<file path="src/source/rnPkg.sv">
package rnPkg;

	// datapath and rename sizing
	localparam int XLEN = 32;
	localparam int RP = 4;
	localparam int RB = 2;
	localparam int NREG = 32;
	localparam int REGW = 5;

	// in-flight limits
	localparam int ROB_DEPTH = 8;
	localparam int TAGW = $clog2(ROB_DEPTH);
	localparam int INQ_DEPTH = 4;
	// width of the sink credit counter
	localparam int OUT_CREDITS_MAX = 4;

	// major opcodes
	localparam logic [6:0] OP_R = 7'b0110011;
	localparam logic [6:0] OP_I = 7'b0010011;

	// operation code is {funct7[5], funct3}
	localparam int FUNC_W = 4;
	localparam logic [FUNC_W-1:0] F_ADD = 4'b0000;
	localparam logic [FUNC_W-1:0] F_SUB = 4'b1000;
	localparam logic [FUNC_W-1:0] F_XOR = 4'b0100;

	// one instruction word, two readings
	typedef union packed {
		struct packed {
			logic [6:0] funct7;
			logic [4:0] rs2;
			logic [4:0] rs1;
			logic [2:0] funct3;
			logic [4:0] rd;
			logic [6:0] opcode;
		} r;
		struct packed {
			logic [11:0] imm;
			logic [4:0] rs1;
			logic [2:0] funct3;
			logic [4:0] rd;
			logic [6:0] opcode;
		} i;
	} instrWord_u;

endpackage

</file>
<file path="src/source/renameStage.sv">
`timescale 1ns/10ps

module renameStage #(
	parameter int RP = rnPkg::RP,
	parameter int RB = rnPkg::RB,
	parameter int XLEN = rnPkg::XLEN
) (
	input  logic CLK,
	input  logic arstN,
	input  logic inValid,
	input  rnPkg::instrWord_u inInstr,
	output logic inCredit,
	input  logic [rnPkg::NREG-1:0][RB-1:0] renamePtr,
	input  logic [rnPkg::NREG-1:0][RP-1:0] inUse,
	output logic renameValid,
	output logic [rnPkg::REGW-1:0] renameReg,
	output logic [RB-1:0] renameCopy,
	output logic issueValid,
	output logic [rnPkg::FUNC_W-1:0] issueOp,
	output logic [rnPkg::REGW-1:0] issueRd,
	output logic [RB-1:0] issueRdCopy,
	output logic [rnPkg::REGW-1:0] issueRs1,
	output logic [RB-1:0] issueRs1Copy,
	output logic [rnPkg::REGW-1:0] issueRs2,
	output logic [RB-1:0] issueRs2Copy,
	output logic [XLEN-1:0] issueImm,
	output logic issueUseImm,
	output logic [rnPkg::TAGW-1:0] issueTag,
	input  logic issueReady,
	input  logic robFull,
	output logic robAlloc,
	output logic [rnPkg::REGW-1:0] robRd,
	output logic [RB-1:0] robNewCopy,
	output logic [RB-1:0] robOldCopy,
	input  logic [rnPkg::TAGW-1:0] tailTag
);
	import rnPkg::*;

	localparam int QW = $clog2(INQ_DEPTH);

	instrWord_u qMem [INQ_DEPTH];
	logic [QW-1:0] qWr;
	logic [QW-1:0] qRd;
	logic [QW:0] qCount;
	instrWord_u head;
	logic isImm;
	logic [REGW-1:0] hRd;
	logic [REGW-1:0] hRs1;
	logic [REGW-1:0] hRs2;
	logic [FUNC_W-1:0] hOp;
	logic freeFound;
	logic [RB-1:0] freeCopy;
	logic fire;

	// decode the queue head
	assign head = qMem[qRd];
	assign isImm = head.i.opcode == OP_I;
	assign hRd = head.r.rd;
	assign hRs1 = head.r.rs1;
	// I-form has no rs2, x0 stands in
	assign hRs2 = (head.r.opcode == OP_R) ? head.r.rs2 : '0;
	assign hOp = isImm ? {1'b0, head.i.funct3} : {head.r.funct7[5], head.r.funct3};

	// lowest free copy of rd
	always_comb begin
		freeFound = 1'b0;
		freeCopy = '0;
		for (int c = RP - 1; c >= 0; c--) begin
			if (!inUse[hRd][c]) begin
				freeFound = 1'b1;
				freeCopy = RB'(c);
			end
		end
	end

	assign fire = (qCount != '0) && (hRd == '0 || freeFound) && !robFull && issueReady;
	assign inCredit = fire;

	assign renameValid = fire && hRd != '0;
	assign renameReg = hRd;
	assign renameCopy = freeCopy;

	assign robAlloc = fire;
	assign robRd = hRd;
	assign robNewCopy = (hRd == '0) ? '0 : freeCopy;
	assign robOldCopy = renamePtr[hRd];

	always_ff @(posedge CLK or negedge arstN) begin
		if (!arstN) begin
			qWr <= '0;
			qRd <= '0;
			qCount <= '0;
			issueValid <= 1'b0;
		end else begin
			qWr <= qWr + QW'(inValid);
			qRd <= qRd + QW'(fire);
			qCount <= qCount + (QW+1)'(inValid) - (QW+1)'(fire);
			issueValid <= fire;
		end
	end

	always_ff @(posedge CLK) begin
		if (inValid) begin
			qMem[qWr] <= inInstr;
		end
		// sources see the pointers before this rename lands
		if (fire) begin
			issueOp <= hOp;
			issueRd <= hRd;
			issueRdCopy <= robNewCopy;
			issueRs1 <= hRs1;
			issueRs1Copy <= renamePtr[hRs1];
			issueRs2 <= hRs2;
			issueRs2Copy <= renamePtr[hRs2];
			issueImm <= {{(XLEN-12){head.i.imm[11]}}, head.i.imm};
			issueUseImm <= isImm;
			issueTag <= tailTag;
		end
	end

	// sender spends a credit per word, so a full queue must be draining
	queueOverrun: assert property (@(posedge CLK) disable iff (!arstN)
		inValid |-> qCount != (QW+1)'(INQ_DEPTH) || fire);

endmodule

</file>
<file path="config.mk">
export PLATFORM = sky130hd
export DESIGN_NAME = renameStage
export DESIGN_NICKNAME = d
export VERILOG_FILES = /design/src/source/rnPkg.sv /design/src/source/renameStage.sv
export SDC_FILE = /design/constraint.sdc
export NUM_CORES = 1
export LEC_CHECK = 0
export BUFFER_PORTS_ARGS = -buffer_cell sky130_fd_sc_hd__buf_2
export CAP_MARGIN = 20
export CORE_ASPECT_RATIO = 0.7
export CORE_MARGIN = 4
export CORE_UTILIZATION = 54
export CTS_CLUSTER_DIAMETER = 40
export DETAILED_ROUTE_END_ITERATION = 10
export PLACE_DENSITY = 0.85
export SKIP_CTS_REPAIR_TIMING = 1
export SYNTH_ARGS = -nofsm -noshare
export SYNTH_HDL_FRONTEND = slang
export SYNTH_SLANG_ARGS = --single-unit
</file>
<file path="constraint.sdc">
create_clock -name CLK -period 10.58 [get_ports CLK]
set_input_delay 0.529 -clock CLK [delete_from_list [all_inputs] [get_ports CLK]]
set_output_delay 0.529 -clock CLK [all_outputs]
set_load 0.05 [all_outputs]
</file>
# After elaboration in Yosys (flattened, before gate mapping)
# Memory sizes are Yosys's and may differ from the RTL's.
# Index checks and enable logic that the tools add are counted.
[op_classes]
n_eq_ne = 2
n_addsub = 4
n_lt_le_gt_ge = 3
n_reduce_logical = 9
mux = 20
[op_table]
columns = ["op", "n"]
rows = [
  ["$bmux W2 S5", 3],
  ["$bmux W4 S5", 1],
  ["$lt A5 B6 Y1 const B", 3],
  ["$mux W2", 8],
  ["$eq A7 B5 Y1 const B", 1],
  ["$eq A7 B6 Y1 const B", 1],
  ["$mux W1", 6],
  ["$logic_not A5 Y1", 1],
  ["$mux W5", 1],
  ["$reduce_bool A5 Y1", 1],
  ["$add A2 B1 Y2", 2],
  ["$logic_and A1 B1 Y1", 4],
  ["$mux W4", 1],
  ["$add A3 B1 Y3", 1],
  ["$reduce_bool A3 Y1", 1],
  ["$sub A3 B1 Y3", 1],
  ["$logic_not A1 Y1", 1],
  ["$logic_or A1 B1 Y1", 1],
]
[word_totals]
reg_bits = 49
mem_count = 1
mem_bits_rw = 128
inputBits = 232
[memory_table]
columns = ["name", "words", "word_bits", "read_ports", "rd_clocked_by_memory_dff", "write_ports", "line", "rtl"]
rows = [
  ["qMem", 4, 32, 1, 0, 1, "renameStage.sv:41", "instrWord_u qMem [INQ_DEPTH];"],
]

# Longest topological paths before layout
# An unclocked memory read counts as a cell.
[logic_depth]
depth_word = 12
mapped_depth = 16
ltp_nobuf = 12

# Least setup slack after synthesis
# Ideal clock, no wire load.
[synth_timing]
kind = "reg2out"
start = "reg qRd[0]"
end = "out robAlloc"
slack_ps = 6202
stages_incl_launch_ff = 11
t_required_ps = 10051
t_arrival_ps = 3849
cell_sequence = "dfrtp_1 > buf_6 > mux4_2 > buf_4 > buf_6 > nor4_1 > o31ai_1 > a22oi_1 > o21ai_2 > inv_1 > buf_4"
[synth_via]
elab_chain_len = 11
[synth_lines]
columns = ["element", "line", "rtl"]
rows = [
  ["start, declared", "renameStage.sv:43", "logic [QW-1:0] qRd;"],
  ["start signal, assigned", "renameStage.sv:96", "qRd <= qRd + QW'(fire);"],
  ["$mem_v2 Z4 W32 (*)", "n/a", ""],
  ["$bmux W4 S5", "renameStage.sv:69", "if (!inUse[hRd][c]) begin"],
  ["$mux W4 (implied by the code)", "renameStage.sv:69", ""],
  ["$mux W1 (4 in series)", "renameStage.sv:69", ""],
  ["$logic_or A1 B1 Y1 (*)", "renameStage.sv:76", "assign fire = (qCount != '0) && (hRd == '0 || freeFound) && !robFull && issueReady;"],
  ["$logic_and A1 B1 Y1 (*) (3 in series)", "renameStage.sv:76", ""],
  ["end, declared", "renameStage.sv:31", "output logic robAlloc,"],
]
# Every way passes the cells marked *; elsewhere a longest branch is shown, timed or not. The select of a mux whose other input is x is not followed.

# Final worst setup path
[layout_timing]
start = "reg qRd[0]"
end = "out inCredit"
[layout_via]
elab_chain_len = 11
[layout_lines]
columns = ["element", "line", "rtl"]
rows = [
  ["$mem_v2 Z4 W32 (*)", "n/a", ""],
  ["$bmux W4 S5", "renameStage.sv:69", ""],
  ["$mux W4 (implied by the code)", "renameStage.sv:69", ""],
  ["$mux W1 (4 in series)", "renameStage.sv:69", ""],
  ["$logic_or A1 B1 Y1 (*)", "renameStage.sv:76", ""],
  ["$logic_and A1 B1 Y1 (*) (3 in series)", "renameStage.sv:76", ""],
  ["end, declared", "renameStage.sv:12", "output logic inCredit,"],
]
# Marked as above.

==> impl_metrics.yaml <==
run_status:
  status: "finished clean"
power_and_ir_drop:
  leakage_uw: 0.004602
  pwr-share-clk: 0.178
  p_sw_uw: 1663
  power_density_nw_per_um2: 324.9
  combPwrFrac: 0.547
  power.share.sequential: 0.275
  swShare: 0.4448
  p_int_uw: 2076
  peakVddDrop_mv: 0.2555
sta:
  maxSlewViolCount: 0
  whs_ns: 0.2814
  hold_viol: 0
  period_minus_slack_ns: 5.623
  setup_ws_ns: 4.957
  fin_tns_setup_ns: 0
  rsz0062_at_grt: "false"
  worst_slew_pin_slew_ns: 1.050
  skew_ns: 0.01287
  slew_headroom: 0.3003
  setup_violations: 0
  post-route-period-util: 0.5315
  fmax_ghz: 0.1778
synthesis:
  netlist.area_leader.share: 0.5402
  yosys.area_share.adder: 0.004794
  yosys-mux-area-fraction: 0.2556
  yosys.area.top_type: "edfxtp_1"
  synth_enable_flop_cells: 169
  ys_seq_area_frac: 0.5615
  yosys_warnings: 0
  synth-compound-area-share: 0.06259
  ys_types: 59
  async_flop_share: 0.04520
  netlist_instances: 611
  synth_flop_cell: "edfxtp_1"
  synth_simple_gate_area_frac: 0.05740
  syn_nets: 846
  yosys-top-cells-area: "edfxtp_1, mux4_2, mux2i_1"
  synth_seq_cells: 177
  synth_xor_area_frac: 0.005593
  synth_area_per_cell_um2: 15.38
  synth_top_family_by_area: "multiplexers"
  netlist_area_um2: 9395
global_route:
  grt_pass1_wl_um: 39260
  antenna_found_initial: 7
  grt_max_degree: 65
  track_usage: 0.2597
  gr-total-overflow: 0
  grt_pass1_vias: 6556
finish:
  multiInputGateArea_um2: 3643
  ff_latch_area_um2: 5276
  num-nets-final: 1116
  finalInstanceArea_um2: 11510
  syn_to_final_growth_pct: 22.47
  mostFrequentLayoutCell: "buf_2"
  fillCellCount: 1228
  drive_gt1_frac: 0.4832
  layout_common_cells: "buf_2, edfxtp_1, mux2i_1"
die:
  core_um2: 17120
  die_area_um2: 19610
  initial_core_util: 0.5489
  dieWidth_um: 165.7
  rows: 40
  die_h_um: 118.4
  num_io_pins: 313
critical_path:
  critPathTopFamily: "buffers and inverters"
  criticalPathCategory: "flip-flop to primary output"
  start_kind: "flip-flop"
  crit_chain: "buf_4 -> mux4_2 -> nor2b_1 -> a22oi_1 -> nand4_1 -> o21ai_0 -> a22oi_1 -> o21ai_2 -> inv_2 -> buf_4 -> buf_2"
  arrival_ns: 5.09
  endpoint_kind: "primary output"
  path_max_fanout: 38
  critPathMaxStageDelay_ns: 1.00
  cpMaxStageDelayCell: "mux4_2"
  cp.required_ns: 10.05
  worst-path-buf-inv: 4
clocking:
  cts_buffer_depth: 2
  clk_pin_slew_ns: 0.07
  cts_buffers: 17
  clk_latency_ns: 0.42
  cts-root-buf: "clkbuf_16"
  ctsHtreeMaxLevel: 4
  clock-sinks: 177
  cts_tree: "done"
placement:
  pre_cts_ws_ns: 5.396
  portBuffers: 312
  gp_congestion: 0.9291
  dp_hpwl_um: 19540
  dpl_cell_area_um2: 10860
drt:
  via_per_inst: 6.129
  wl_per_cell_um: 23.26
  vias: 6907
  drt_wl_total_um: 26220
  drc: 0
  drtIter0Drc: 1004
  ant_nets: 0
  firstDrtPassIters: 6
run:
  drv_cap: 0
min_path:
  hold_path.class: "primary input to flip-flop"
-- power groups by stage --
stage | combinational [µW] | sequential (µW) | clock [µW]
6_report | 2040 | 1030 | 666
5_1_grt | 2140 | 1040 | 710
4_1_cts | 2030 | 1030 | 674
3_5_place_dp | 2030 | 1040 | 0
3_3_place_gp | 2000 | 1040 | 0
2_1_floorplan | 1500 | 1200 | 0
-- worst paths after layout --
| path | from | slack [ns] | endpoint | depth (start not counted) |
|---|---|---|---|---|
| setup / recovery | qRd[0] | 4.96 | inCredit | 11 |
| hold / removal | tailTag[2] | 0.28 | issueTag[2] | 1 |
| setup reg to reg | qRd[0] | 5.86 | qCount[2] | 13 |
| hold reg to reg | qWr[1] | 0.55 | qWr[1] | 1 |
| max in group asynchronous | arstN | 9.90 | qRd[0] | 2 |
| min in group asynchronous | arstN | 0.48 | qWr[0] | 2 |
-- Yosys cell counts, drive strengths merged (2+ instances only) --
master and instances:
nand4 4, ha 2, o21ai 10, a221oi 2
a221o 2, mux4 64, nand2 36, or3 3
a22oi 17, nand4b 2, o22ai 4, nor3 13
or2 2, xnor2 5, nor2b 5, mux2 7
nor3b 2, o221ai 3, clkbuf 11, mux2i 88
nor4bb 2, nand3b 3, inv 13, and3b 3
a211o 3, a211oi 4, o2111ai 8, buf 56
a21oi 11, nor2 15, dfrtp 8, nand3 11
o211ai 5, edfxtp 169
-- state kept, by name (all words and copies together), names as in the netlist, 2 cells and up --
register,count
issueImm,12
issueOp,4
issueRd,5
issueRdCopy,2
issueRs1,5
issueRs1Copy,2
issueRs2,5
issueRs2Copy,2
issueTag,3
qCount,3
qMem,128
qRd,2
qWr,2
-- routing by layer --
layer  up-vias  track usage  wire length (µm)
met4        12      0.04894               330
met1      3388       0.3864             10870
met5         -            0                77
li1       3011            -                 -
met3        49      0.08559              2996
met2       447       0.3807             11940
-- final cells by class --
type | instances | area share
Clock buffer | 20 | 0.03795
Antenna cell | 2 | 0.0004350
Timing Repair Buffer | 318 | 0.1398
Tap cell | 231 | 0.02512
Clock inverter | 12 | 0.01686
Sequential cell | 177 | 0.4586
Multi-Input combinational cell | 353 | 0.3167
Inverter | 14 | 0.004567
-- cells by family (layout without fill, tap and decap cells) --
group / after synthesis / after routing
flops: 177 / 177
fa+ha+maj: 3 / 3
buf+inv: 81 / 364
mux: 159 / 159
other cells: 0 / 2
compound gates: 79 / 79
xor+xnor: 6 / 6
simple gates: 106 / 106
-- metrics by stage --
stage	total power (µW)	util	cells
after floorplan	2698	-	611
after global placement	3038	0.6345	1092
after detailed placement	3067	0.6345	1092
after CTS	3734	0.6713	1124
after global routing	3895	0.6719	1125
final	3738	0.6722	1127
Power figures use the tool's default switching activity.
