==> config.mk <==
export PLATFORM = sky130hd
export DESIGN_NAME = commitStage
export DESIGN_NICKNAME = d
export VERILOG_FILES = /design/src/source/rnPkg.sv /design/src/source/commitStage.sv
export SDC_FILE = /design/constraint.sdc
export NUM_CORES = 1
export LEC_CHECK = 0
export BUFFER_PORTS_ARGS = -buffer_cell sky130_fd_sc_hd__buf_2
export CORE_MARGIN = 2
export CORE_UTILIZATION = 55
export DETAILED_ROUTE_END_ITERATION = 6
export GPL_ROUTABILITY_DRIVEN = 0
export GPL_TIMING_DRIVEN = 1
export HOLD_SLACK_MARGIN = 0.02
export PLACE_DENSITY = 0.71
export SYNTH_ARGS = -nofsm -noshare
export SYNTH_HDL_FRONTEND = slang
export SYNTH_SLANG_ARGS = --single-unit
export TNS_END_PERCENT = 10
==> constraint.sdc <==
create_clock -name CLK -period 2.8 [get_ports CLK]
set_input_delay 0.28 -clock CLK [delete_from_list [all_inputs] [get_ports CLK]]
set_output_delay 0.28 -clock CLK [all_outputs]
set_load 0.02 [all_outputs]
==> src/source/rnPkg.sv <==
package rnPkg;

	// datapath and rename sizing
	localparam int XLEN = 32;
	localparam int RP = 4;
	localparam int RB = 2;
	localparam int NREG = 32;
	localparam int REGW = 5;

	// in-flight limits
	localparam int ROB_DEPTH = 8;
	localparam int TAGW = $clog2(ROB_DEPTH);
	localparam int INQ_DEPTH = 4;
	// width of the sink credit counter
	localparam int OUT_CREDITS_MAX = 4;

	// major opcodes
	localparam logic [6:0] OP_R = 7'b0110011;
	localparam logic [6:0] OP_I = 7'b0010011;

	// operation code is {funct7[5], funct3}
	localparam int FUNC_W = 4;
	localparam logic [FUNC_W-1:0] F_ADD = 4'b0000;
	localparam logic [FUNC_W-1:0] F_SUB = 4'b1000;
	localparam logic [FUNC_W-1:0] F_XOR = 4'b0100;

	// one instruction word, two readings
	typedef union packed {
		struct packed {
			logic [6:0] funct7;
			logic [4:0] rs2;
			logic [4:0] rs1;
			logic [2:0] funct3;
			logic [4:0] rd;
			logic [6:0] opcode;
		} r;
		struct packed {
			logic [11:0] imm;
			logic [4:0] rs1;
			logic [2:0] funct3;
			logic [4:0] rd;
			logic [6:0] opcode;
		} i;
	} instrWord_u;

endpackage

==> src/source/commitStage.sv <==
`timescale 1ns/10ps

module commitStage #(
	parameter int RB = rnPkg::RB,
	parameter int ROB_DEPTH = rnPkg::ROB_DEPTH
) (
	input  logic CLK,
	input  logic arstN,
	input  logic robAlloc,
	input  logic [rnPkg::REGW-1:0] robRd,
	input  logic [RB-1:0] robNewCopy,
	input  logic [RB-1:0] robOldCopy,
	output logic robFull,
	output logic [$clog2(ROB_DEPTH)-1:0] tailTag,
	input  logic wbValid,
	input  logic [$clog2(ROB_DEPTH)-1:0] wbTag,
	input  logic [rnPkg::XLEN-1:0] wbData,
	input  logic outCredit,
	output logic retValid,
	output logic [rnPkg::REGW-1:0] retRd,
	output logic [rnPkg::XLEN-1:0] retData,
	output logic commitValid,
	output logic [rnPkg::REGW-1:0] commitReg,
	output logic [RB-1:0] commitNewCopy,
	output logic [RB-1:0] commitOldCopy
);
	import rnPkg::*;

	localparam int TW = $clog2(ROB_DEPTH);

	logic [REGW-1:0] entRd [ROB_DEPTH];
	logic [RB-1:0] entNew [ROB_DEPTH];
	logic [RB-1:0] entOld [ROB_DEPTH];
	logic [XLEN-1:0] entData [ROB_DEPTH];
	logic [ROB_DEPTH-1:0] entDone;
	logic [TW-1:0] head;
	logic [TW:0] count;
	logic [OUT_CREDITS_MAX-1:0] credits;

	assign robFull = count == (TW+1)'(ROB_DEPTH);

	// head goes once it is done and the sink has room
	assign retValid = (count != '0) && entDone[head] && (credits != '0);
	assign retRd = entRd[head];
	assign retData = entData[head];

	assign commitValid = retValid;
	assign commitReg = entRd[head];
	assign commitNewCopy = entNew[head];
	assign commitOldCopy = entOld[head];

	always_ff @(posedge CLK or negedge arstN) begin
		if (!arstN) begin
			head <= '0;
			tailTag <= '0;
			count <= '0;
			credits <= '0;
			entDone <= '0;
		end else begin
			if (robAlloc) begin
				tailTag <= tailTag + 1'b1;
				entDone[tailTag] <= 1'b0;
			end
			if (wbValid) begin
				entDone[wbTag] <= 1'b1;
			end
			if (retValid) begin
				head <= head + 1'b1;
			end
			count <= count + (TW+1)'(robAlloc) - (TW+1)'(retValid);
			credits <= credits + OUT_CREDITS_MAX'(outCredit) - OUT_CREDITS_MAX'(retValid);
		end
	end

	always_ff @(posedge CLK) begin
		if (robAlloc) begin
			entRd[tailTag] <= robRd;
			entNew[tailTag] <= robNewCopy;
			entOld[tailTag] <= robOldCopy;
		end
		if (wbValid) begin
			entData[wbTag] <= wbData;
		end
	end

	// sink never pushes the credit counter past its width
	creditWrap: assert property (@(posedge CLK) disable iff (!arstN)
		outCredit && !retValid |-> credits != '1);

	// execute only finishes entries still waiting
	wbLive: assert property (@(posedge CLK) disable iff (!arstN)
		wbValid |-> !entDone[wbTag] && count != '0);

endmodule

## Word-level counts from Yosys, hierarchy flattened

Memories as Yosys holds them, arrays and structs flattened.
Cells that the tools add are included.

- Register bits: 22
- Bits in latches: 0
- RAM bits: 328
- Memory bits (read-only): 0
- Word-level logic and storage cells: 42
- Memories: 4

- Add/sub/neg operators: 6
- Multiply operators: 0
- Div/mod/pow operators: 0
- Order comparisons: 5
- Eq/ne operators: 1
- Shift-type cells: 0
- Multiplexer cells: 12
- Bitwise gates (word level): 3
- Reduce and logical (&&, ||, !) cells: 6

Memories:

| name | depth | bits a word | read ports | clocked after Yosys merged registers in | write ports | RTL line | RTL |
|---|---|---|---|---|---|---|---|
| entData | 8 | 32 | 1 | 0 | 1 | commitStage.sv:34 | `logic [XLEN-1:0] entData [ROB_DEPTH];` |
| entRd | 8 | 5 | 1 | 0 | 1 | commitStage.sv:31 | `logic [REGW-1:0] entRd [ROB_DEPTH];` |
| entNew | 8 | 2 | 1 | 0 | 1 | commitStage.sv:32 | `logic [RB-1:0] entNew [ROB_DEPTH];` |
| entOld | 8 | 2 | 1 | 0 | 1 | commitStage.sv:33 | `logic [RB-1:0] entOld [ROB_DEPTH];` |

Operators by type and width:

| cell | count |
|---|---|
| 2-to-1 mux 8 bit | 2 |
| < comparator 3 x 4 -> 1 bit (second input constant) | 3 |
| adder 4 x 1 -> 4 bit | 2 |
| bitwise AND 8 bit | 1 |
| inverter 8 bit | 1 |
| bitwise OR 8 bit | 1 |
| nonzero test 4 bit | 2 |
| subtractor 4 x 1 -> 4 bit | 2 |
| 2-to-1 mux 1 bit | 7 |
| adder 3 x 1 -> 3 bit (second input constant) | 2 |
| demux 1 bit (select 3 bit) | 2 |
| >= comparator 3 x 1 -> 1 bit (second input constant) | 2 |
| == test 4 bit (second input constant) | 1 |
| logical AND 1 bit | 4 |
| binary-select mux 1 bit (select 3 bit) | 1 |

## Logic depth before layout (Yosys ltp)

Gate-level depths: netlist of run 1.

- Depth after elaboration: 9
- Gate-level depth with buffers: 11
- Mapped depth without buffers: 9

## Least setup slack after synthesis of run 1

Ideal clock, no wire load.

- Path type: input-to-reg
- Start: in wbTag[0]
- End: mem entData[0][0], enable pin
- Arrival: 2,739 ps
- Path slack: -402 ps
- Stages on the path: 2
- Path through: nand2b_1 nor3_1

RTL lines:

| what | RTL line | RTL |
|---|---|---|
| from (decl) | commitStage.sv:16 | `input logic [$clog2(ROB_DEPTH)-1:0] wbTag,` |
| to (decl) | commitStage.sv:34 |  |

No word-level cell before the write port.

## Worst setup path in the final report of run 1

- Start: reg head[0]
- End: out retData[1] in the netlist's numbering

- Longest elaborated chain between the ends: 1

Ends and longest elaborated chain:

| what | RTL line | RTL |
|---|---|---|
| from (decl) | commitStage.sv:36 | `logic [TW-1:0] head;` |
| from (signal assigned) | commitStage.sv:68 | `head <= head + 1'b1;` |
| memory read (8 x 32 bit) | - |  |
| to (decl) | commitStage.sv:21 | `output logic [rnPkg::XLEN-1:0] retData,` |

No other way between the ends.

==> results of run 1 <==
[synthesized netlist by cell type (all sizes together), types with 2 or more instances]
library cell	n	area share (%)
edfxtp	328	72
a21oi	3	0.11
inv	11	0.30
buf	25	1.5
o21ai	12	0.44
mux2	44	3.7
ha	11	1.0
nor2	14	0.39
a2111oi	2	0.22
xor2	6	0.39
dfrtp	22	4.0
o21bai	2	0.11
fa	2	0.29
a21o	2	0.11
clkbuf	6	0.17
xnor2	3	0.19
mux4	82	14
nor3	4	0.15
nor2b	3	0.16
nand2b	8	0.37
nand2	8	0.22
[power groups by stage]
stage / Sequential, mW / Clock [mW] / Combinational (mW)
finish: 6.45 / 4.32 / 5.46
global route: 6.49 / 4.61 / 5.91
CTS: 6.45 / 4.42 / 5.56
detailed placement: 6.55 / 0 / 5.52
global placement: 6.51 / 0 / 5.37
floorplan: 6.47 / 0 / 4.28
[how the worst max path moves through the flow]
stage,to,slack (ns),cells past startpoint
floorplan,entData[1][0]$_DFFE_PP_,-0.31,2
global placement,credits[2]$_DFF_PN0_,0.34,8
detailed placement,count[2]$_DFF_PN0_,0.26,9
CTS,retData[10],0.02,4
global route,retData[1],0.009,4
finish,retData[1],0.11,4
[critical path, cell delays in order (launching register included)]
cell and delay, ns:
dfrtp_4 0.49, clkbuf_8 0.37, mux4_2 0.55, mux2_2 0.31, buf_2 0.17
[through the flow]
| stage | setup slack (ns) | cell area [µm²] | hold slack (ns) |
|---|---|---|---|
| global route | 0.00879 | 15800 | 0.0305 |
| global placement | 0.342 | 14700 | 0.271 |
| CTS | 0.0244 | 15800 | 0.0203 |
| finish | 0.109 | 15800 | 0.0380 |
| detailed placement | 0.257 | 14700 | 0.277 |
| floorplan | -0.308 | 13600 | -0.0156 |
[routing by layer]
layer  vias up  track usage (%)  wire length (µm)
li1       2762                -                 -
met1      3303             27.1             10200
met2       176             34.1             13200
met3        53             4.16              1540
met4         2             5.76               554
met5         -                0                12
[cells by family after synthesis]
kind of cell	share of synthesized area (%)
compound gates	1.14
xor+xnor	0.578
fa+ha+maj	1.30
buf+inv	1.95
flops	76.3
mux	17.3
simple gates	1.43
[cell type report]
cell class,instances,area (µm²)
Antenna cell,1,2.50
Clock buffer,46,938
Clock inverter,14,126
Fill cell,1571,8540
Inverter,11,41.3
Multi-Input combinational cell,212,3020
Sequential cell,350,10400
Tap cell,324,405
Timing Repair Buffer,131,836
[state kept, by name (all words and copies together) (netlist names)]
signal	flops
entRd	40
entDone	8
entNew	16
head	3
entData	256
credits	4
tailTag	3
count	4
entOld	16
[repair_timing]
| item | CTS | global route |
|---|---|---|
| hold buffers | 4 | 0 |
| gates cloned | 0 | 0 |
| endpoints found under the setup margin | 33 | 16 |
| endpoints found under the hold margin | 39 | 0 |
| pin swaps | 0 | 0 |
| resized for setup | 2 | 4 |
==> flow_metrics.env, run 1 <==
export IMPL_run_status="finished, final reports clean"
export IMPL_rrSetupSlack_ns=0.24
export IMPL_whs_endpoint="entRd[2][3]$_DFFE_PP_"
export IMPL_synth_edf_count=328
export IMPL_die_w_um=161
export IMPL_first_pass_iters=5
export IMPL_period_minus_slack_ns=2.69
export IMPL_grt_ovfl_total=0
export IMPL_dp_hpwl_um=15000
export IMPL_worstSetupStartpointType="register"
export IMPL_grt_pass1_wl_um=38900
export IMPL_num_rows=57
export IMPL_grt_util_all_layers_pct=20.2
export IMPL_max_vdd_ir_drop_mv=0.651
export IMPL_critical_path_startpoint="head[0]$_DFFE_PN0P_"
export IMPL_insertion_delay_ns=0.51
export IMPL_clock_skew_ns=0.0105
export IMPL_power_leakage_nw=5.35
export IMPL_reg2reg_to="count[2]$_DFF_PN0_"
export IMPL_ios=101
export IMPL_clkSlewWorstSetupHoldPaths_ns=0.06
export IMPL_min_from="robRd[3]"
export IMPL_r2r_worst_path_cells=9
export IMPL_synth_seq_cells=350
export IMPL_yosysWarnings=0
export IMPL_rsz0062_at_grt="false"
export IMPL_drv_slew=0
export IMPL_worstSetupEndpointType="output port"
export IMPL_placed_cells=1024
export IMPL_ys_types=32
export IMPL_hold_violations=0
export IMPL_vias=6296
export IMPL_die_area_mm2=0.0261
export IMPL_worstHoldPathCells=1
export IMPL_syn_nets=666
export IMPL_setup_viol=0
export IMPL_hold_path_class="in -> reg"
export IMPL_cts_max_level=2
export IMPL_die_y_um=161
export IMPL_p_switching_mw=4.93
export IMPL_grt_pass1_vias=6657
export IMPL_layout_commonest_cell="edfxtp_1"
export IMPL_drc=0
export IMPL_nNetsFinal=803
export IMPL_cap_violations=0
export IMPL_cp_max_fo=28
export IMPL_fmax_ghz=0.372
export IMPL_viasPerCell=5.78
export IMPL_drive_gt1_share_pct=40.6
export IMPL_power_density_mw_per_mm2=1030
export IMPL_totalPowerFinal_mw=16.2
export IMPL_grt_max_degree=49
export IMPL_portBuffers=100
export IMPL_worst_setup_path_type="reg -> out"
export IMPL_antenna_found_initial=2
export IMPL_fin_crit_sh_pct=96.1
export IMPL_synth_cells=604
export IMPL_cts_inserted_buffers=35
export IMPL_route_antenna_remaining_nets=0
export IMPL_drt_iter0_drc=413
export IMPL_layout_cells_non_filler=1089
export IMPL_r2r_start="head[0]$_DFFE_PN0P_"
export IMPL_crit_required_ns=2.52
export IMPL_drt_wl_total_um=25500
export IMPL_cts_tree="built"
export IMPL_yosysSeqAreaShare_pct=76.3
export IMPL_syn_to_final_growth_pct=15.8
export IMPL_clock_sinks=350
export IMPL_swShare_pct=30.4
export IMPL_p_seq_share_pct=39.7
export IMPL_pwr_share_comb_pct=33.6
export IMPL_maxSlewHeadroom_pct=63.2
export IMPL_core_area_mm2=0.0243
export IMPL_synthFlopType="edfxtp_1"
export IMPL_async_reset_ff_share_pct=6.29
export IMPL_finalSetupTns_ns=0
export IMPL_synth_area_mm2=0.0136
export IMPL_p_int_mw=11.3
export IMPL_cts_buffer_depth=3
export IMPL_p_clk_share_pct=26.6
export IMPL_clk_root_buffer_cell="clkbuf_16"
export IMPL_final_util_pct=64.9
export IMPL_cts_setup_buffers=0
export IMPL_wl_per_cell_um=23.4
export IMPL_syn_avg_cell_area_um2=22.6
export IMPL_tightest_slew_ns=0.552
export IMPL_initial_core_util_pct=56.0
export IMPL_mostFrequentLayoutCells="edfxtp_1 (328), buf_2 (100), mux4_2 (82)"
export IMPL_cp_arrival_ns=2.41
(Power assumes the default switching activity.)
==> run 2: changes to the inputs <==
==> constraint.sdc (replaced) <==
create_clock -name CLK -period 3 [get_ports CLK]
set_input_delay 0.3 -clock CLK [delete_from_list [all_inputs] [get_ports CLK]]
set_output_delay 0.3 -clock CLK [all_outputs]
set_load 0.02 [all_outputs]
==> run 2 against run 1 <==
Effect of this change: wire length shrank 3.0%; largest cell class unchanged; first-iteration DRC count grew 3.9%; register-to-register slack gained 0.05 ns; critical endpoint is now retData[18]; critical path depth is the same; core utilization shrank 0.41 points; worst hold slack gained 0.024 ns; critical path type unchanged; clock power shrank 6.3%.
==> flow_metrics.env, run 2 (synthesis gave the netlist of run 1 again) <==
export IMPL_run_status="finished, final reports clean"
export IMPL_ios=101
export IMPL_path_cells="buf_16, mux4_2, mux2_2, buf_2"
export IMPL_grt_ovfl_total=0
export IMPL_first_pass_iters=4
export IMPL_portBuffers=100
export IMPL_cp_num_buf_inv=2
export IMPL_hold_violations=0
export IMPL_worstSetupEndpointType="output port"
export IMPL_cp_slowest_cell="dfrtp_4"
export IMPL_viasPerCell=5.71
export IMPL_hold_path_class="in -> reg"
export IMPL_rrSetupSlack_ns=0.29
export IMPL_placed_area_mm2=0.0146
export IMPL_num_rows=57
export IMPL_cts_max_level=2
export IMPL_die_w_um=161
export IMPL_period_minus_slack_ns=2.85
export IMPL_rsz0062_at_grt="false"
export IMPL_crit_required_ns=2.70
export IMPL_drive_gt1_share_pct=40.4
export IMPL_initial_core_util_pct=56.0
export IMPL_drt_wl_total_um=24700
export IMPL_wl_per_cell_um=22.8
export IMPL_core_area_mm2=0.0243
export IMPL_use_met1_pct=26.8
export IMPL_power_leakage_nw=5.31
export IMPL_fin_crit_sh_pct=94.9
export IMPL_worst_setup_path_type="reg -> out"
export IMPL_fin_ws_ns=0.154
export IMPL_largest_register_ffs=256
export IMPL_crit_family="multiplexers"
export IMPL_max_vdd_ir_drop_mv=0.595
export IMPL_drt_iter0_drc=429
export IMPL_grtUsageMet2_pct=33.0
export IMPL_tightest_slew_ns=0.856
export IMPL_cp_arrival_ns=2.55
export IMPL_dpl_worst_slack_ns=0.215
export IMPL_cts_buffer_depth=3
export IMPL_grt_pass1_wl_um=38300
export IMPL_clock_sinks=350
export IMPL_busiest_layer="met2"
export IMPL_mostFrequentLayoutCells="edfxtp_1 (328), buf_2 (100), mux4_2 (82)"
export IMPL_die_y_um=161
export IMPL_maxSlewHeadroom_pct=43.0
export IMPL_design_area_mm2=0.0157
export IMPL_fmax_ghz=0.351
export IMPL_syn_to_final_growth_pct=15.1
export IMPL_antenna_found_initial=4
export IMPL_cpPeakStageDelay_ns=0.62
export IMPL_dp_hpwl_um=14100
export IMPL_drc=0
export IMPL_largestRegisters="entData: 256 flops, entRd: 40 flops"
export IMPL_grt_use_met3_pct=3.98
export IMPL_insertion_delay_ns=0.49
export IMPL_setup_viol=0
export IMPL_power_density_mw_per_mm2=963
export IMPL_grt_pass1_vias=6593
export IMPL_route_antenna_remaining_nets=0
export IMPL_layout_commonest_cell="edfxtp_1"
export IMPL_nNetsFinal=798
export IMPL_grt_max_degree=61
export IMPL_worstSetupStartpointType="register"
export IMPL_final_util_pct=64.5
export IMPL_clk_root_buffer_cell="clkbuf_16"
export IMPL_grt_util_all_layers_pct=19.7
export IMPL_cp_max_fo=52
export IMPL_clock_skew_ns=0.0111
export IMPL_largest_register="entData"
export IMPL_die_area_mm2=0.0261
export IMPL_clkSlewWorstSetupHoldPaths_ns=0.06
export IMPL_n_fill_cell=1613
export IMPL_drv_slew=0
export IMPL_cts_inserted_buffers=35
export IMPL_cts_tree="built"
export IMPL_vias=6190
export IMPL_hold_slack_ns=0.0625
export IMPL_cap_violations=0
[run 2: cell types whose count changed in the layout (fill, tap and decap cells not counted), moves of 2 or more]
cell / delta
clkinv_1: +3
buf_12: -4
diode_2: +2
clkbuf_1: -2
dlygate4sd3_1: -3
clkinv_2: -2
buf_4: +3
[run 2: area by class of cell]
class                      instances  area, µm²  share of cell area (%)
sequential                       350      10400                    66.4
multi-input combinational        212       3030                    19.3
clock buffer                      43        906                    5.78
timing repair buffer             126        747                    4.76
tap                              324        405                    2.59
clock inverter                    15        141                   0.902
inverter                          11       41.3                   0.263
antenna                            3       7.51                  0.0479
[run 2: final timing paths]
check,startpoint,endpoint,cells past startpoint
min reg2reg,entDone[3]$_DFF_PN0_,entDone[3]$_DFF_PN0_,2
max,head[0]$_DFFE_PN0P_,retData[18],4
min in group asynchronous,arstN,entDone[5]$_DFF_PN0_,2
max in group asynchronous,arstN,head[0]$_DFFE_PN0P_,2
max reg2reg,head[0]$_DFFE_PN0P_,count[2]$_DFF_PN0_,9
min,outCredit,credits[0]$_DFF_PN0_,2
[run 2: stage by stage]
step | std cells | power (mW) | TNS (ns)
2_1_floorplan | 604 | 10.0 | -4.15
4_1_cts | 1081 | 15.3 | 0
5_1_grt | 1083 | 15.8 | 0
3_3_place_gp | 1022 | 11.1 | 0
6_report | 1084 | 15.1 | 0
3_5_place_dp | 1022 | 11.2 | 0
[run 2: per-layer routing]
metal  vias to the layer above  routed length [µm]
met5                         -                   9
met1                      3211                9950
li1                       2760                   -
met4                         2                 539
met3                        41                1510
met2                       176               12700
[run 2: power breakdown]
group          switching [mW]  internal [mW]
Clock                    1.66           2.39
Combinational            2.67           2.35
Sequential              0.242           5.80
Total                    4.57           10.5
[run 2: what timing repair did]
item                       CTS  global route
setup endpoints to repair    0            21
hold buffers                 1             0
setup buffers                0             0
gates resized for setup      0             3
hold endpoints to repair    22             0
