===== src/source/rnPkg.sv =====
package rnPkg;

	// datapath and rename sizing
	localparam int XLEN = 32;
	localparam int RP = 4;
	localparam int RB = 2;
	localparam int NREG = 32;
	localparam int REGW = 5;

	// in-flight limits
	localparam int ROB_DEPTH = 8;
	localparam int TAGW = $clog2(ROB_DEPTH);
	localparam int INQ_DEPTH = 4;
	// width of the sink credit counter
	localparam int OUT_CREDITS_MAX = 4;

	// major opcodes
	localparam logic [6:0] OP_R = 7'b0110011;
	localparam logic [6:0] OP_I = 7'b0010011;

	// operation code is {funct7[5], funct3}
	localparam int FUNC_W = 4;
	localparam logic [FUNC_W-1:0] F_ADD = 4'b0000;
	localparam logic [FUNC_W-1:0] F_SUB = 4'b1000;
	localparam logic [FUNC_W-1:0] F_XOR = 4'b0100;

	// one instruction word, two readings
	typedef union packed {
		struct packed {
			logic [6:0] funct7;
			logic [4:0] rs2;
			logic [4:0] rs1;
			logic [2:0] funct3;
			logic [4:0] rd;
			logic [6:0] opcode;
		} r;
		struct packed {
			logic [11:0] imm;
			logic [4:0] rs1;
			logic [2:0] funct3;
			logic [4:0] rd;
			logic [6:0] opcode;
		} i;
	} instrWord_u;

endpackage


===== src/source/execStage.sv =====
`timescale 1ns/10ps

module execStage #(
	parameter int XLEN = rnPkg::XLEN,
	parameter int RB = rnPkg::RB
) (
	input  logic CLK,
	input  logic arstN,
	input  logic issueValid,
	input  logic [rnPkg::FUNC_W-1:0] issueOp,
	input  logic [rnPkg::REGW-1:0] issueRd,
	input  logic [RB-1:0] issueRdCopy,
	input  logic [rnPkg::REGW-1:0] issueRs1,
	input  logic [RB-1:0] issueRs1Copy,
	input  logic [rnPkg::REGW-1:0] issueRs2,
	input  logic [RB-1:0] issueRs2Copy,
	input  logic [XLEN-1:0] issueImm,
	input  logic issueUseImm,
	input  logic [rnPkg::TAGW-1:0] issueTag,
	output logic issueReady,
	input  logic [rnPkg::NREG-1:0][(2**RB)-1:0] writtenBack,
	output logic [rnPkg::REGW-1:0] rdReg1,
	output logic [RB-1:0] rdCopy1,
	input  logic [XLEN-1:0] rdData1,
	output logic [rnPkg::REGW-1:0] rdReg2,
	output logic [RB-1:0] rdCopy2,
	input  logic [XLEN-1:0] rdData2,
	output logic wbValid,
	output logic [rnPkg::REGW-1:0] wbReg,
	output logic [RB-1:0] wbCopy,
	output logic [XLEN-1:0] wbData,
	output logic [rnPkg::TAGW-1:0] wbTag
);
	import rnPkg::*;

	logic slotValid;
	logic [FUNC_W-1:0] slotOp;
	logic [XLEN-1:0] slotImm;
	logic slotUseImm;
	logic srcReady;
	logic [XLEN-1:0] opB;

	// I-form carries x0 as rs2, which is always written back
	assign srcReady = writtenBack[rdReg1][rdCopy1] && writtenBack[rdReg2][rdCopy2];
	assign wbValid = slotValid && srcReady;
	// an issue already on its way fills the slot at the next edge
	assign issueReady = (!slotValid || wbValid) && !issueValid;

	assign opB = slotUseImm ? slotImm : rdData2;

	always_comb begin
		case (slotOp)
			F_ADD: wbData = rdData1 + opB;
			F_SUB: wbData = rdData1 - opB;
			F_XOR: wbData = rdData1 ^ opB;
			default: wbData = '0;
		endcase
	end

	always_ff @(posedge CLK or negedge arstN) begin
		if (!arstN) begin
			slotValid <= 1'b0;
		end else if (issueValid) begin
			slotValid <= 1'b1;
		end else if (wbValid) begin
			slotValid <= 1'b0;
		end
	end

	// slot payload, source fields double as read addresses
	always_ff @(posedge CLK) begin
		if (issueValid) begin
			slotOp <= issueOp;
			slotImm <= issueImm;
			slotUseImm <= issueUseImm;
			rdReg1 <= issueRs1;
			rdCopy1 <= issueRs1Copy;
			rdReg2 <= issueRs2;
			rdCopy2 <= issueRs2Copy;
			wbReg <= issueRd;
			wbCopy <= issueRdCopy;
			wbTag <= issueTag;
		end
	end

endmodule


===== config.mk =====
export PLATFORM = sky130hd
export DESIGN_NAME = execStage
export DESIGN_NICKNAME = d
export VERILOG_FILES = /design/src/source/rnPkg.sv /design/src/source/execStage.sv
export SDC_FILE = /design/constraint.sdc
export NUM_CORES = 1
export LEC_CHECK = 0
export ABC_CLOCK_PERIOD_IN_PS = 10930
export BUFFER_PORTS_ARGS = -buffer_cell sky130_fd_sc_hd__clkbuf_2
export CORE_MARGIN = 3
export CORE_UTILIZATION = 53
export DETAILED_ROUTE_END_ITERATION = 6
export PLACE_DENSITY = 0.95
export RECOVER_POWER = 50
export SLEW_MARGIN = 5
export SYNTH_ARGS = -nofsm -noshare
export SYNTH_HDL_FRONTEND = slang
export SYNTH_SLANG_ARGS = --single-unit

===== constraint.sdc =====
create_clock -name CLK -period 10.93 [get_ports CLK]
set_input_delay 1.093 -clock CLK [delete_from_list [all_inputs] [get_ports CLK]]
set_output_delay 1.093 -clock CLK [all_outputs]
set_load 0.05 [all_outputs]

* Word level (Yosys, flattened, before mapping)
Cells that the tools add are included.
** Storage, ports and cells
- Bits in registers :: 62
- Logic and storage cells :: 40
- Output and inout bits :: 58
- Input port bits :: 256
** Operators by class
- Bitwise operators :: 1
- Add/sub/neg operators :: 2
- $lt $le $gt $ge :: 4
- Reductions and logical operators :: 8
- Muxes and demuxes :: 12
- Equality and inequality tests :: 2
** Operators by type and width (count)
- $pmux W32 S3 :: 1
- $bmux W4 S5 :: 2
- $add A32 B32 Y32 :: 1
- $mux W32 :: 1
- $sub A32 B32 Y32 :: 1
- $xor A32 B32 Y32 :: 1
- $lt A5 B6 Y1 const B :: 2
- $mux W4 :: 2
- $lt A2 B3 Y1 const B :: 2
- $bmux W1 S2 :: 2
- $eq A4 B3 Y1 const B :: 1
- $eq A4 B4 Y1 const B :: 1
- $logic_not A4 Y1 :: 1
- $mux W1 :: 4
- $logic_and A1 B1 Y1 :: 3
- $logic_not A1 Y1 :: 2
- $reduce_bool A2 Y1 :: 1
- $logic_or A1 B1 Y1 :: 1

* Logic depth before layout (Yosys ltp)
Gate-level depths: netlist of run 1.
- Depth after elaboration :: 8
- Depth in mapped cells :: 24
- Depth with buffers taken out :: 18

* Worst setup path before layout of run 1
No wires, ideal clock.
- Path kind :: register to output
- Start point :: reg slotUseImm
- End point :: out wbData[30]
- Cell stages (with the launch flop) :: 25
- Buffers on the path :: 6
- Data required time :: 9.837 ns
- Arrival :: 5.484 ns
- Slack :: 4.353 ns
- Path through :: edfxtp_1 buf_4 buf_6 buf_6 buf_4 buf_2 mux2i_1 ha_1 o21ai_1 or3_1 nor2_1 and3_1 nor2_1 xor2_1 ha_1 clkbuf_1 and4_1 nand2_1 or3_1 a211oi_1 nor4b_1 o21ai_1 a31oi_1 xor2_1 o22ai_1
** Between the ends
- Cells in the longest elaborated chain, start to end :: 3
- Elaborated cells on any way between the ends :: 5
- Those cells by class :: 2 x add/sub; 2 x mux; 1 x bitwise
** Ends and longest elaborated chain
- start: declaration :: line execStage.sv:39 : logic slotUseImm;
- start signal: assignment :: line execStage.sv:75 : slotUseImm <= issueUseImm;
- $mux W32 (*) :: line execStage.sv:49 : assign opB = slotUseImm ? slotImm : rdData2;
- $sub A32 B32 Y32, or another cell as far along :: line execStage.sv:54 : F_SUB: wbData = rdData1 - opB;
- $pmux W32 S3 (*) :: line execStage.sv:52 : case (slotOp)
- end: declaration :: line execStage.sv:31 : output logic [XLEN-1:0] wbData,
Mark *: on every way between the ends. The rest lies on a longest branch, timed or not.

* Worst setup path in the final report of run 1
- Start point :: reg slotUseImm
- End point :: out wbData[29]
The elaborated chain is that of the path after synthesis.

==> results.ini, run 1 <==
[yosys]
netlist_area_um2 = 7220
yosysSeqAreaShare_pct = 25.7
ys_async_sr_fraction_pct = 1.61
synth_cells = 651
yosys.area.top_type_share_pct = 25.4
synth_ff_type = edfxtp_1
ys_types = 64
ys_seq_elements = 62
yosys.area.top_type = edfxtp_1
synth_edf_count = 61
synthTopCellsByArea = edfxtp_1 (25%), mux4_2 (25%), ha_1 (5.5%)
syn_area_per_cell_um2 = 11.1
synth_nets = 940
synth_warnings = 0

[detailed_routing]
wl_um = 23500
drtPass1Iterations = 5
initialDrtViolationCount = 733
via_count = 7102
drtAntennaViolNets = 0
routed_via_density = 6.30
routedWlPerCell_um = 20.8
drc_errors = 0

[grt]
overflow = 0
grt_max_degree = 49
grt_use_total_pct = 30.0
first_global_vias = 6930
antenna_found_initial = 1
grt_pass1_wl_um = 34800

[cts]
numClockSinks = 62
htree_levels = 3
cts_made_buffers = 9
clk_pin_slew_ns = 0.05
cts_resized = 0
post-cts-setup-buffers = 0
tritoncts = done
root_buffer = clkbuf_16
clockBufferDepth = 2
insertion_delay_ns = 0.32
postCtsHoldBufs = 0

[timing]
grt_setup_unrepaired = false
tns_ns = 0
fin_crit_ns = 7.02
slew_violations = 29
tightest_slew_ns = 1.67
hold_viol = 0
finalCritPeriodShare_pct = 64.2
relSlewSlack_pct = -11.5
setup_viol = 0
fmax_mhz = 142
fin_hold_ws_ns = 0.505
fin_skew_ns = 0.00612

[critical_path]
criticalPathCategory = reg -> out
end_kind = primary output
worstPathArrival_ns = 5.93
crit_chain = buf_4 -> mux2i_1 -> ha_1 -> o21ai_1 -> or3_1 -> nor2_1 -> a31oi_1 -> xor2_1 -> ha_1 -> a21oi_1 -> o21ai_1 -> a2111o_1 -> a2111o_1 -> nand3_2 -> nand3_1 -> a2111oi_0 -> mux2i_1 -> nand2_1 -> clkbuf_2
cp.required_ns = 9.84
max_stage_delay_ns = 0.72
slowest_stage = a2111oi_0
critPathLaunchType = register
cp_top_family = compound AO/OA/AOI/OAI gates
worstPathMaxFanout = 48
worst-path-buf-inv = 2

[die]
io_pins = 314
initial_core_util_pct = 54.3
core_area_um2 = 13300
placementRows = 42
die_h_um = 123
die-width_um = 123
die_area_um2 = 15100

[placement]
io_buffer_count = 313
dp.final_hpwl_um = 19800
routabilityCongestion = 1.12

[outcome]
status = finished with violations
violations = max-capacitance violations, max-slew violations

[finish]
final_core_util_pct = 69.0
drive_gt1_share_pct = 44.8
regArea_um2 = 1860
mostFrequentLayoutCell = clkbuf_2
final_cell_mix = clkbuf_2 (309), mux4_2 (80), edfxtp_1 (61), xor2_1 (42), a21oi_1 (41)
fillers = 989
multi_input_area_um2 = 5110
nets = 1235
area_growth_pct = 27.1

[pwr]
cellLeakagePower_nw = 4.06
power-per-cell-area_nw_per_um2 = 122
p_total_w = 0.00112
irDropWorstVdd_uv = 92.7

[min_path]
hold_path_class = reg -> reg

[job]
drv_cap = 1

synth_stat cells (21+ instances only):
master and count:
nor2_1 33, xnor2_1 38, ha_1 32, o22ai_1 21, mux4_2 80, xor2_1 42
clkbuf_1 21, edfxtp_1 61, mux2i_1 37, o21ai_0 28, nand2_1 31, a21oi_1 41
state kept, by name, summed over array words and instances (netlist names):
name	cells
wbReg	5
wbTag	3
slotValid	1
rdCopy2	2
slotOp	4
rdReg2	5
slotImm	32
rdCopy1	2
wbCopy	2
slotUseImm	1
rdReg1	5
cell type report:
class / count / area share, %
timing repair buffer: 322 / 17.8
clock buffer: 10 / 2.50
sequential: 62 / 20.2
antenna: 1 / 0.0273
clock inverter: 6 / 0.682
inverter: 17 / 0.696
multi-input combinational: 534 / 55.7
tap: 176 / 2.40
stage by stage:
stage,instances,instance area [µm²],worst slack (ns)
floorplan,651,7220,4.35
global placement,1111,8880,4.30
finish,1128,9170,3.91
detailed placement,1111,8880,4.19
global route,1127,9170,3.52
CTS,1127,9180,4.04
power by group:
part	switching, W	total [W]	internal, W	leakage [nW]
Combinational	0.000308	0.000545	0.000237	3.31
Clock	0.0000991	0.000274	0.000175	0.136
Sequential	0.0000201	0.000304	0.000284	0.607
routing by layer:
metal  wire length [µm]  GRT usage [%]
met1               8060           34.8
met2              12100           52.2
met3               2050           4.88
met4               1270           17.6
met5                 13              0
final timing paths:
kind                                        from               endpoint  slack, ns  cells after the start
setup / recovery            slotUseImm$_DFFE_PP_             wbData[29]       3.91                     19
hold / removal             slotValid$_DFFE_PN0P_  slotValid$_DFFE_PN0P_       0.51                      1
setup reg to reg             rdReg1[0]$_DFFE_PP_  slotValid$_DFFE_PN0P_       7.53                      9
hold reg to reg            slotValid$_DFFE_PN0P_  slotValid$_DFFE_PN0P_       0.51                      1
max in group asynchronous                  arstN  slotValid$_DFFE_PN0P_      10.31                      1
min in group asynchronous                  arstN  slotValid$_DFFE_PN0P_       0.54                      1
worst register-to-register path: stages (launching register included):
cell and delay [ns]:
edfxtp_1 0.86, buf_4 0.49, mux4_2 0.61, mux4_2 0.46, mux2_2 0.27, nand2_1 0.07
o211ai_1 0.09, a31oi_1 0.16, a31o_1 0.19, a21o_1 0.13
cells by family after synthesis:
family	after synthesis	synth area share, %
compound gates	156	13.8
simple gates	142	10.5
mux	123	31.0
xor+xnor	80	9.71
flops	62	25.7
buf+inv	55	3.47
fa+ha+maj	33	5.83
(Power assumes the default switching activity.)
==> inputs of run 2 (changes only) <==
Settings changed: ABC_CLOCK_PERIOD_IN_PS 10930 to 6900, CORE_UTILIZATION 53 to 49, PLACE_DENSITY 0.95 to 0.94.
Clock period 10.93 ns to 6.9 ns, I/O delays scaled along.
==> results.ini, run 2 (same netlist as run 1, synthesis figures left out) <==
[grt]
grt_max_degree = 36  ; was 49
overflow = 0  ; unchanged
grt_pass1_wl_um = 36400  ; was 34800 µm
first_global_vias = 6902  ; was 6930
antenna_found_initial = 2  ; was 1
grt_use_total_pct = 28.9  ; was 30.0%

[critical_path]
r2r_start = rdReg1[0]$_DFFE_PP_  ; unchanged
criticalPathCategory = reg -> out  ; unchanged
reg2regPathDepth = 9  ; unchanged
rrSetupSlack_ns = 3.47  ; was 7.53 ns
reg2reg_to = slotValid$_DFFE_PN0P_  ; unchanged
crit_chain = buf_4 -> buf_4 -> mux2i_1 -> o211ai_1 -> nor2_1 -> a31oi_1 -> xor2_1 -> ha_1 -> a21oi_1 -> o21ai_1 -> a2111o_1 -> a2111o_1 -> nand3_2 -> a21oi_2 -> o41a_1 -> or3_1 -> a32o_1 -> clkbuf_2  ; was buf_4 -> mux2i_1 -> ha_1 -> o21ai_1 -> or3_1 -> nor2_1 -> a31oi_1 -> xor2_1 -> ha_1 -> a21oi_1 -> o21ai_1 -> a2111o_1 -> a2111o_1 -> nand3_2 -> nand3_1 -> a2111oi_0 -> mux2i_1 -> nand2_1 -> clkbuf_2
worstPathArrival_ns = 5.63  ; was 5.93 ns
cp.required_ns = 6.21  ; was 9.84 ns
end_kind = primary output  ; unchanged
critPathLaunchType = register  ; unchanged
worstPathMaxFanout = 28  ; was 48
slowest_stage = mux2i_1  ; was a2111oi_0
max_stage_delay_ns = 0.49  ; was 0.72 ns

[finish]
area_growth_pct = 27.5  ; was 27.1%
largest_register_ff_count = 32  ; unchanged
final_cell_mix = clkbuf_2 (310), mux4_2 (80), edfxtp_1 (61), xor2_1 (42), a21oi_1 (41)  ; was clkbuf_2 (309), mux4_2 (80), edfxtp_1 (61), xor2_1 (42), a21oi_1 (41)
mostFrequentLayoutCell = clkbuf_2  ; unchanged
nets = 1237  ; was 1235
final_core_util_pct = 65.0  ; was 69.0%
drive_gt1_share_pct = 45.1  ; was 44.8%
largest-register = slotImm  ; unchanged

[min_path]
hold_path_class = in -> async  ; was reg -> reg

[detailed_routing]
via_count = 7034  ; was 7102
initialDrtViolationCount = 521  ; was 733
drtPass1Iterations = 5  ; unchanged
drtAntennaViolNets = 0  ; unchanged
wl_um = 23900  ; was 23500 µm
routed_via_density = 6.20  ; was 6.30
routedWlPerCell_um = 21.1  ; was 20.8 µm
drc_errors = 0  ; unchanged

[cts]
tritoncts = done  ; unchanged
clockBufferDepth = 2  ; unchanged
cts_resized = 0  ; unchanged
post-cts-setup-buffers = 0  ; unchanged
htree_levels = 3  ; unchanged
cts_made_buffers = 9  ; unchanged
postCtsHoldBufs = 0  ; unchanged
clk_pin_slew_ns = 0.05  ; about the same
root_buffer = clkbuf_16  ; unchanged
insertion_delay_ns = 0.33  ; was 0.32 ns
numClockSinks = 62  ; unchanged

[timing]
fin_crit_ns = 6.32
setup_viol = 0  ; unchanged
finalCritPeriodShare_pct = 91.6
fin_skew_ns = 0.00627  ; was 0.00612 ns
fmax_mhz = 158
tightest_slew_ns = 1.54  ; was 1.67 ns
hold_viol = 0  ; unchanged
slew_violations = 31  ; was 29
grt_setup_unrepaired = false  ; unchanged
tns_ns = 0  ; unchanged
relSlewSlack_pct = -2.58  ; was -11.5%
fin_ws_ns = 0.582  ; was 3.91 ns

[pwr]
p_seq_share_pct = 27.0  ; about the same
clkPwrFrac_pct = 24.9  ; was 24.4%
switchingPower_w = 0.000684  ; was 0.000427 W
irDropWorstVdd_uv = 144  ; was 92.7 µV
power-per-cell-area_nw_per_um2 = 195  ; was 122 nW/µm²
switching_share_pct = 38.2  ; was 38.0%
p_total_w = 0.00179  ; was 0.00112 W
p_int_w = 0.00111  ; was 0.000697 W
cellLeakagePower_nw = 4.07  ; was 4.06 nW
combPwrFrac_pct = 48.1  ; was 48.5%

[die]
initial_core_util_pct = 51.0  ; was 54.3%
io_pins = 314  ; unchanged
die_area_um2 = 16200  ; was 15100 µm²
die_h_um = 127  ; was 123 µm
placementRows = 43  ; was 42
die-width_um = 127  ; was 123 µm
core_area_um2 = 14100  ; was 13300 µm²

[outcome]
violations = max-capacitance violations, max-slew violations  ; unchanged
status = finished with violations  ; unchanged

[job]
drv_cap = 1  ; unchanged

[placement]
io_buffer_count = 313  ; unchanged
pre_cts_ws_ns = 0.978  ; was 4.19 ns
routabilityCongestion = 0.994  ; was 1.12
dp.final_hpwl_um = 20400  ; was 19800 µm

==> run 2: cell count changes in the layout (fill, tap and decap cells not counted) <==
cell / change
buf_4: +1
clkbuf_1: -1
clkbuf_2: +1
clkinv_1: -1
clkinv_2: +1
clkinv_4: +1
clkinvlp_4: -1
inv_6: +1
==> run 2: per-layer routing <==
metal | vias to the layer above | global-route usage [%] | part of all wire, %
met5 | - | 0 | 0.071
li1 | 3199 | - | -
met3 | 69 | 6.19 | 9.3
met1 | 3330 | 34.8 | 35
met4 | 2 | 12.6 | 4.1
met2 | 434 | 50.0 | 51
==> run 2: worst max-delay path by stage <==
stage,startpoint,to,slack (ns),depth (start not counted)
5_1_grt,slotUseImm$_DFFE_PP_,wbData[28],0.23,19
4_1_cts,slotUseImm$_DFFE_PP_,wbData[31],0.63,18
6_report,slotUseImm$_DFFE_PP_,wbData[31],0.58,18
3_5_place_dp,rdData2[1],wbData[31],0.98,19
2_1_floorplan,slotUseImm$_DFFE_PP_,wbData[30],0.73,24
3_3_place_gp,rdData2[1],wbData[31],1.06,19
==> run 2: power groups by stage <==
| stage | clock network [W] | logic [W] | registers [W] |
|---|---|---|---|
| 2_1_floorplan | 0 | 0.000596 | 0.000509 |
| 3_3_place_gp | 0 | 0.000839 | 0.000489 |
| 3_5_place_dp | 0 | 0.000851 | 0.000491 |
| 4_1_cts | 0.000456 | 0.000854 | 0.000483 |
| 5_1_grt | 0.000474 | 0.000930 | 0.000488 |
| 6_report | 0.000445 | 0.000861 | 0.000483 |
==> run 2: worst max-delay path: cells and delay by family, from the launching register on <==
family | cells | cell delay (ns)
multiplexers | 1 | 0.49
AO/OA/AOI/OAI | 9 | 2.16
AND/OR/NAND/NOR | 3 | 0.70
adder cells (fa/ha/maj) | 1 | 0.39
XOR/XNOR | 1 | 0.17
flip-flops | 1 | 0.47
buffers and inverters | 3 | 0.91
==> run 2: final cells by class <==
class	instances	area, µm²
Multi-Input combinational cell	534	5110
Fill cell	1149	4950
Sequential cell	62	1860
Timing Repair Buffer	324	1640
Clock buffer	9	225
Tap cell	180	225
Clock inverter	7	73.8
Inverter	17	63.8
Antenna cell	1	2.50
==> run 2: metrics by stage <==
step | area, µm² | instances | hold WS [ns]
final | 9200 | 1134 | 0.134
after global routing | 9200 | 1134 | 0.132
after CTS | 9200 | 1133 | 0.128
after detailed placement | 8900 | 1117 | 0.474
after global placement | 8900 | 1117 | 0.466
after floorplan | 7220 | 651 | 0.394
==> inputs of run 3 (changes only) <==
Settings changed: ABC_CLOCK_PERIOD_IN_PS 6900 to 6550.
Clock period 6.9 ns to 6.55 ns, I/O delays scaled along.
==> results.ini, run 3 (same netlist as run 1, synthesis figures left out) <==
[die]
die_h_um = 127  ; unchanged
io_pins = 314  ; unchanged
initial_core_util_pct = 51.0  ; unchanged
die-width_um = 127  ; unchanged
core_area_um2 = 14100  ; unchanged
die_area_um2 = 16200  ; unchanged
placementRows = 43  ; unchanged

[critical_path]
criticalPathCategory = reg -> out  ; unchanged
cp.required_ns = 5.89  ; was 6.21 ns
worstPathMaxFanout = 19  ; was 28
critPathLaunchType = register  ; unchanged
worstPathArrival_ns = 5.55  ; was 5.63 ns
r2r_start = rdReg1[0]$_DFFE_PP_  ; unchanged
crit_path_start = slotUseImm$_DFFE_PP_  ; unchanged
reg2regPathDepth = 9  ; unchanged
crit_end = wbData[31]  ; unchanged
reg2reg_to = slotValid$_DFFE_PN0P_  ; unchanged
rrSetupSlack_ns = 3.09  ; was 3.47 ns
end_kind = primary output  ; unchanged

[cts]
htree_levels = 3  ; unchanged
cts_made_buffers = 9  ; unchanged
post-cts-setup-buffers = 0  ; unchanged
tritoncts = done  ; unchanged
insertion_delay_ns = 0.33  ; about the same
root_buffer = clkbuf_16  ; unchanged
clockBufferDepth = 2  ; unchanged
numClockSinks = 62  ; unchanged
clk_pin_slew_ns = 0.06  ; was 0.05 ns

[timing]
setup_viol = 0  ; unchanged
fin_hold_ws_ns = 0.0955  ; was 0.134 ns
fmax_mhz = 161
tightest_slew_ns = 3.21  ; was 1.54 ns
fin_skew_ns = 0.00514  ; was 0.00627 ns
relSlewSlack_pct = -114  ; was -2.58%
hold_viol = 0  ; unchanged
finalCritPeriodShare_pct = 94.7
slew_violations = 63  ; was 31
fin_crit_ns = 6.20
grt_setup_unrepaired = false  ; unchanged
tns_ns = 0  ; unchanged

[min_path]
hold_path_class = in -> async  ; unchanged

[grt]
overflow = 0  ; unchanged
grt_pass1_wl_um = 36300  ; was 36400 µm
first_global_vias = 7075  ; was 6902
grt_max_degree = 63  ; was 36
antenna_found_initial = 3  ; was 2
grt_use_total_pct = 28.7  ; was 28.9%

[detailed_routing]
initialDrtViolationCount = 643  ; was 521
drtPass1Iterations = 6  ; was 5
via_count = 6935  ; was 7034
routedWlPerCell_um = 20.9  ; was 21.1 µm
routed_via_density = 6.12  ; was 6.20
drc_errors = 0  ; unchanged
drtAntennaViolNets = 0  ; unchanged
wl_um = 23700  ; was 23900 µm

[finish]
final_cell_mix = clkbuf_2 (311), mux4_2 (80), edfxtp_1 (61), xor2_1 (42), a21oi_1 (41)  ; was clkbuf_2 (310), mux4_2 (80), edfxtp_1 (61), xor2_1 (42), a21oi_1 (41)
drive_gt1_share_pct = 45.2  ; was 45.1%
nets = 1236  ; was 1237
final_core_util_pct = 65.2  ; was 65.0%
finalInstanceArea_um2 = 9220  ; was 9200 µm²
area_growth_pct = 27.8  ; was 27.5%
largest-register = slotImm  ; unchanged
largest_register_ff_count = 32  ; unchanged
mostFrequentLayoutCell = clkbuf_2  ; unchanged

[outcome]
violations = max-capacitance violations, max-slew violations  ; unchanged
status = finished with violations  ; unchanged

[job]
drv_cap = 1  ; unchanged

[placement]
dp.final_hpwl_um = 20100  ; was 20400 µm
io_buffer_count = 313  ; unchanged
routabilityCongestion = 0.982  ; was 0.994
placed_cell_area_um2 = 8900  ; about the same

[pwr]
cellLeakagePower_nw = 4.09  ; was 4.07 nW
irDropWorstVdd_uv = 184  ; was 144 µV
p_total_w = 0.00194  ; was 0.00179 W
power-per-cell-area_nw_per_um2 = 210  ; was 195 nW/µm²

## run 3: cell types whose count changed in the layout (fill, tap and decap cells not counted)
cell	before	now
a2111oi_1	0	1
inv_6	1	3
clkinv_4	2	0
a2111oi_0	1	0
clkinv_2	2	1
clkbuf_1	4	3
buf_4	10	9
clkbuf_2	310	311
inv_8	0	1
clkinvlp_4	1	0
bufinv_16	1	2
## run 3: through the flow
step | instances | setup slack [ns]
CTS | 1132 | 0.406
detailed placement | 1116 | 0.694
finish | 1133 | 0.345
global placement | 1116 | 0.796
floorplan | 651 | 0.411
global route | 1133 | 0.0197
## run 3: worst min-delay path by stage
stage                      from  slack [ns]  cells past startpoint                     to
final                     arstN         0.1                      1  slotValid$_DFFE_PN0P_
after floorplan           arstN        0.36                      0  slotValid$_DFFE_PN0P_
after global routing      arstN        0.09                      1  slotValid$_DFFE_PN0P_
after detailed placement  arstN        0.44                      1  slotValid$_DFFE_PN0P_
after global placement    arstN        0.43                      1  slotValid$_DFFE_PN0P_
after CTS                 arstN        0.09                      1  slotValid$_DFFE_PN0P_
## run 3: timing repair
item / CTS / global route
setup endpoints to repair: 0 / 1
hold buffers: 0 / 0
gates resized for setup: 0 / 1
## run 3: power breakdown
part	switching (W)	internal [W]
Combinational	0.000512	0.000397
Clock	0.000181	0.000339
Sequential	0.0000348	0.000475
## run 3: layout make-up
type	instances	area, µm²
antenna	1	2.50
clock buffer	9	225
clock inverter	7	103
fill	1122	4930
inverter	17	63.8
multi-input combinational	534	5110
sequential	62	1860
tap	180	225
timing repair buffer	323	1640
## run 3: critical path: stages, from the launching register on
cell	delay, ns
edfxtp_1	0.32
buf_4	0.23
mux2i_1	0.46
ha_1	0.25
o21ai_1	0.10
or3_1	0.43
nor2_1	0.26
a31oi_1	0.14
xor2_1	0.17
ha_1	0.39
a21oi_1	0.18
o21ai_1	0.11
a2111o_1	0.38
a2111o_1	0.39
nand3_2	0.10
a21oi_2	0.05
o41a_1	0.43
or3_1	0.33
a32o_1	0.27
clkbuf_2	0.23
## run 3: layer usage
| layer | vias up | wire (µm) | global-route usage, % |
|---|---|---|---|
| li1 | 3196 | - | - |
| met1 | 3241 | 8210 | 33.0 |
| met2 | 415 | 12100 | 49.9 |
| met3 | 79 | 2320 | 7.32 |
| met4 | 4 | 1070 | 13.8 |
| met5 | - | 23 | 0 |
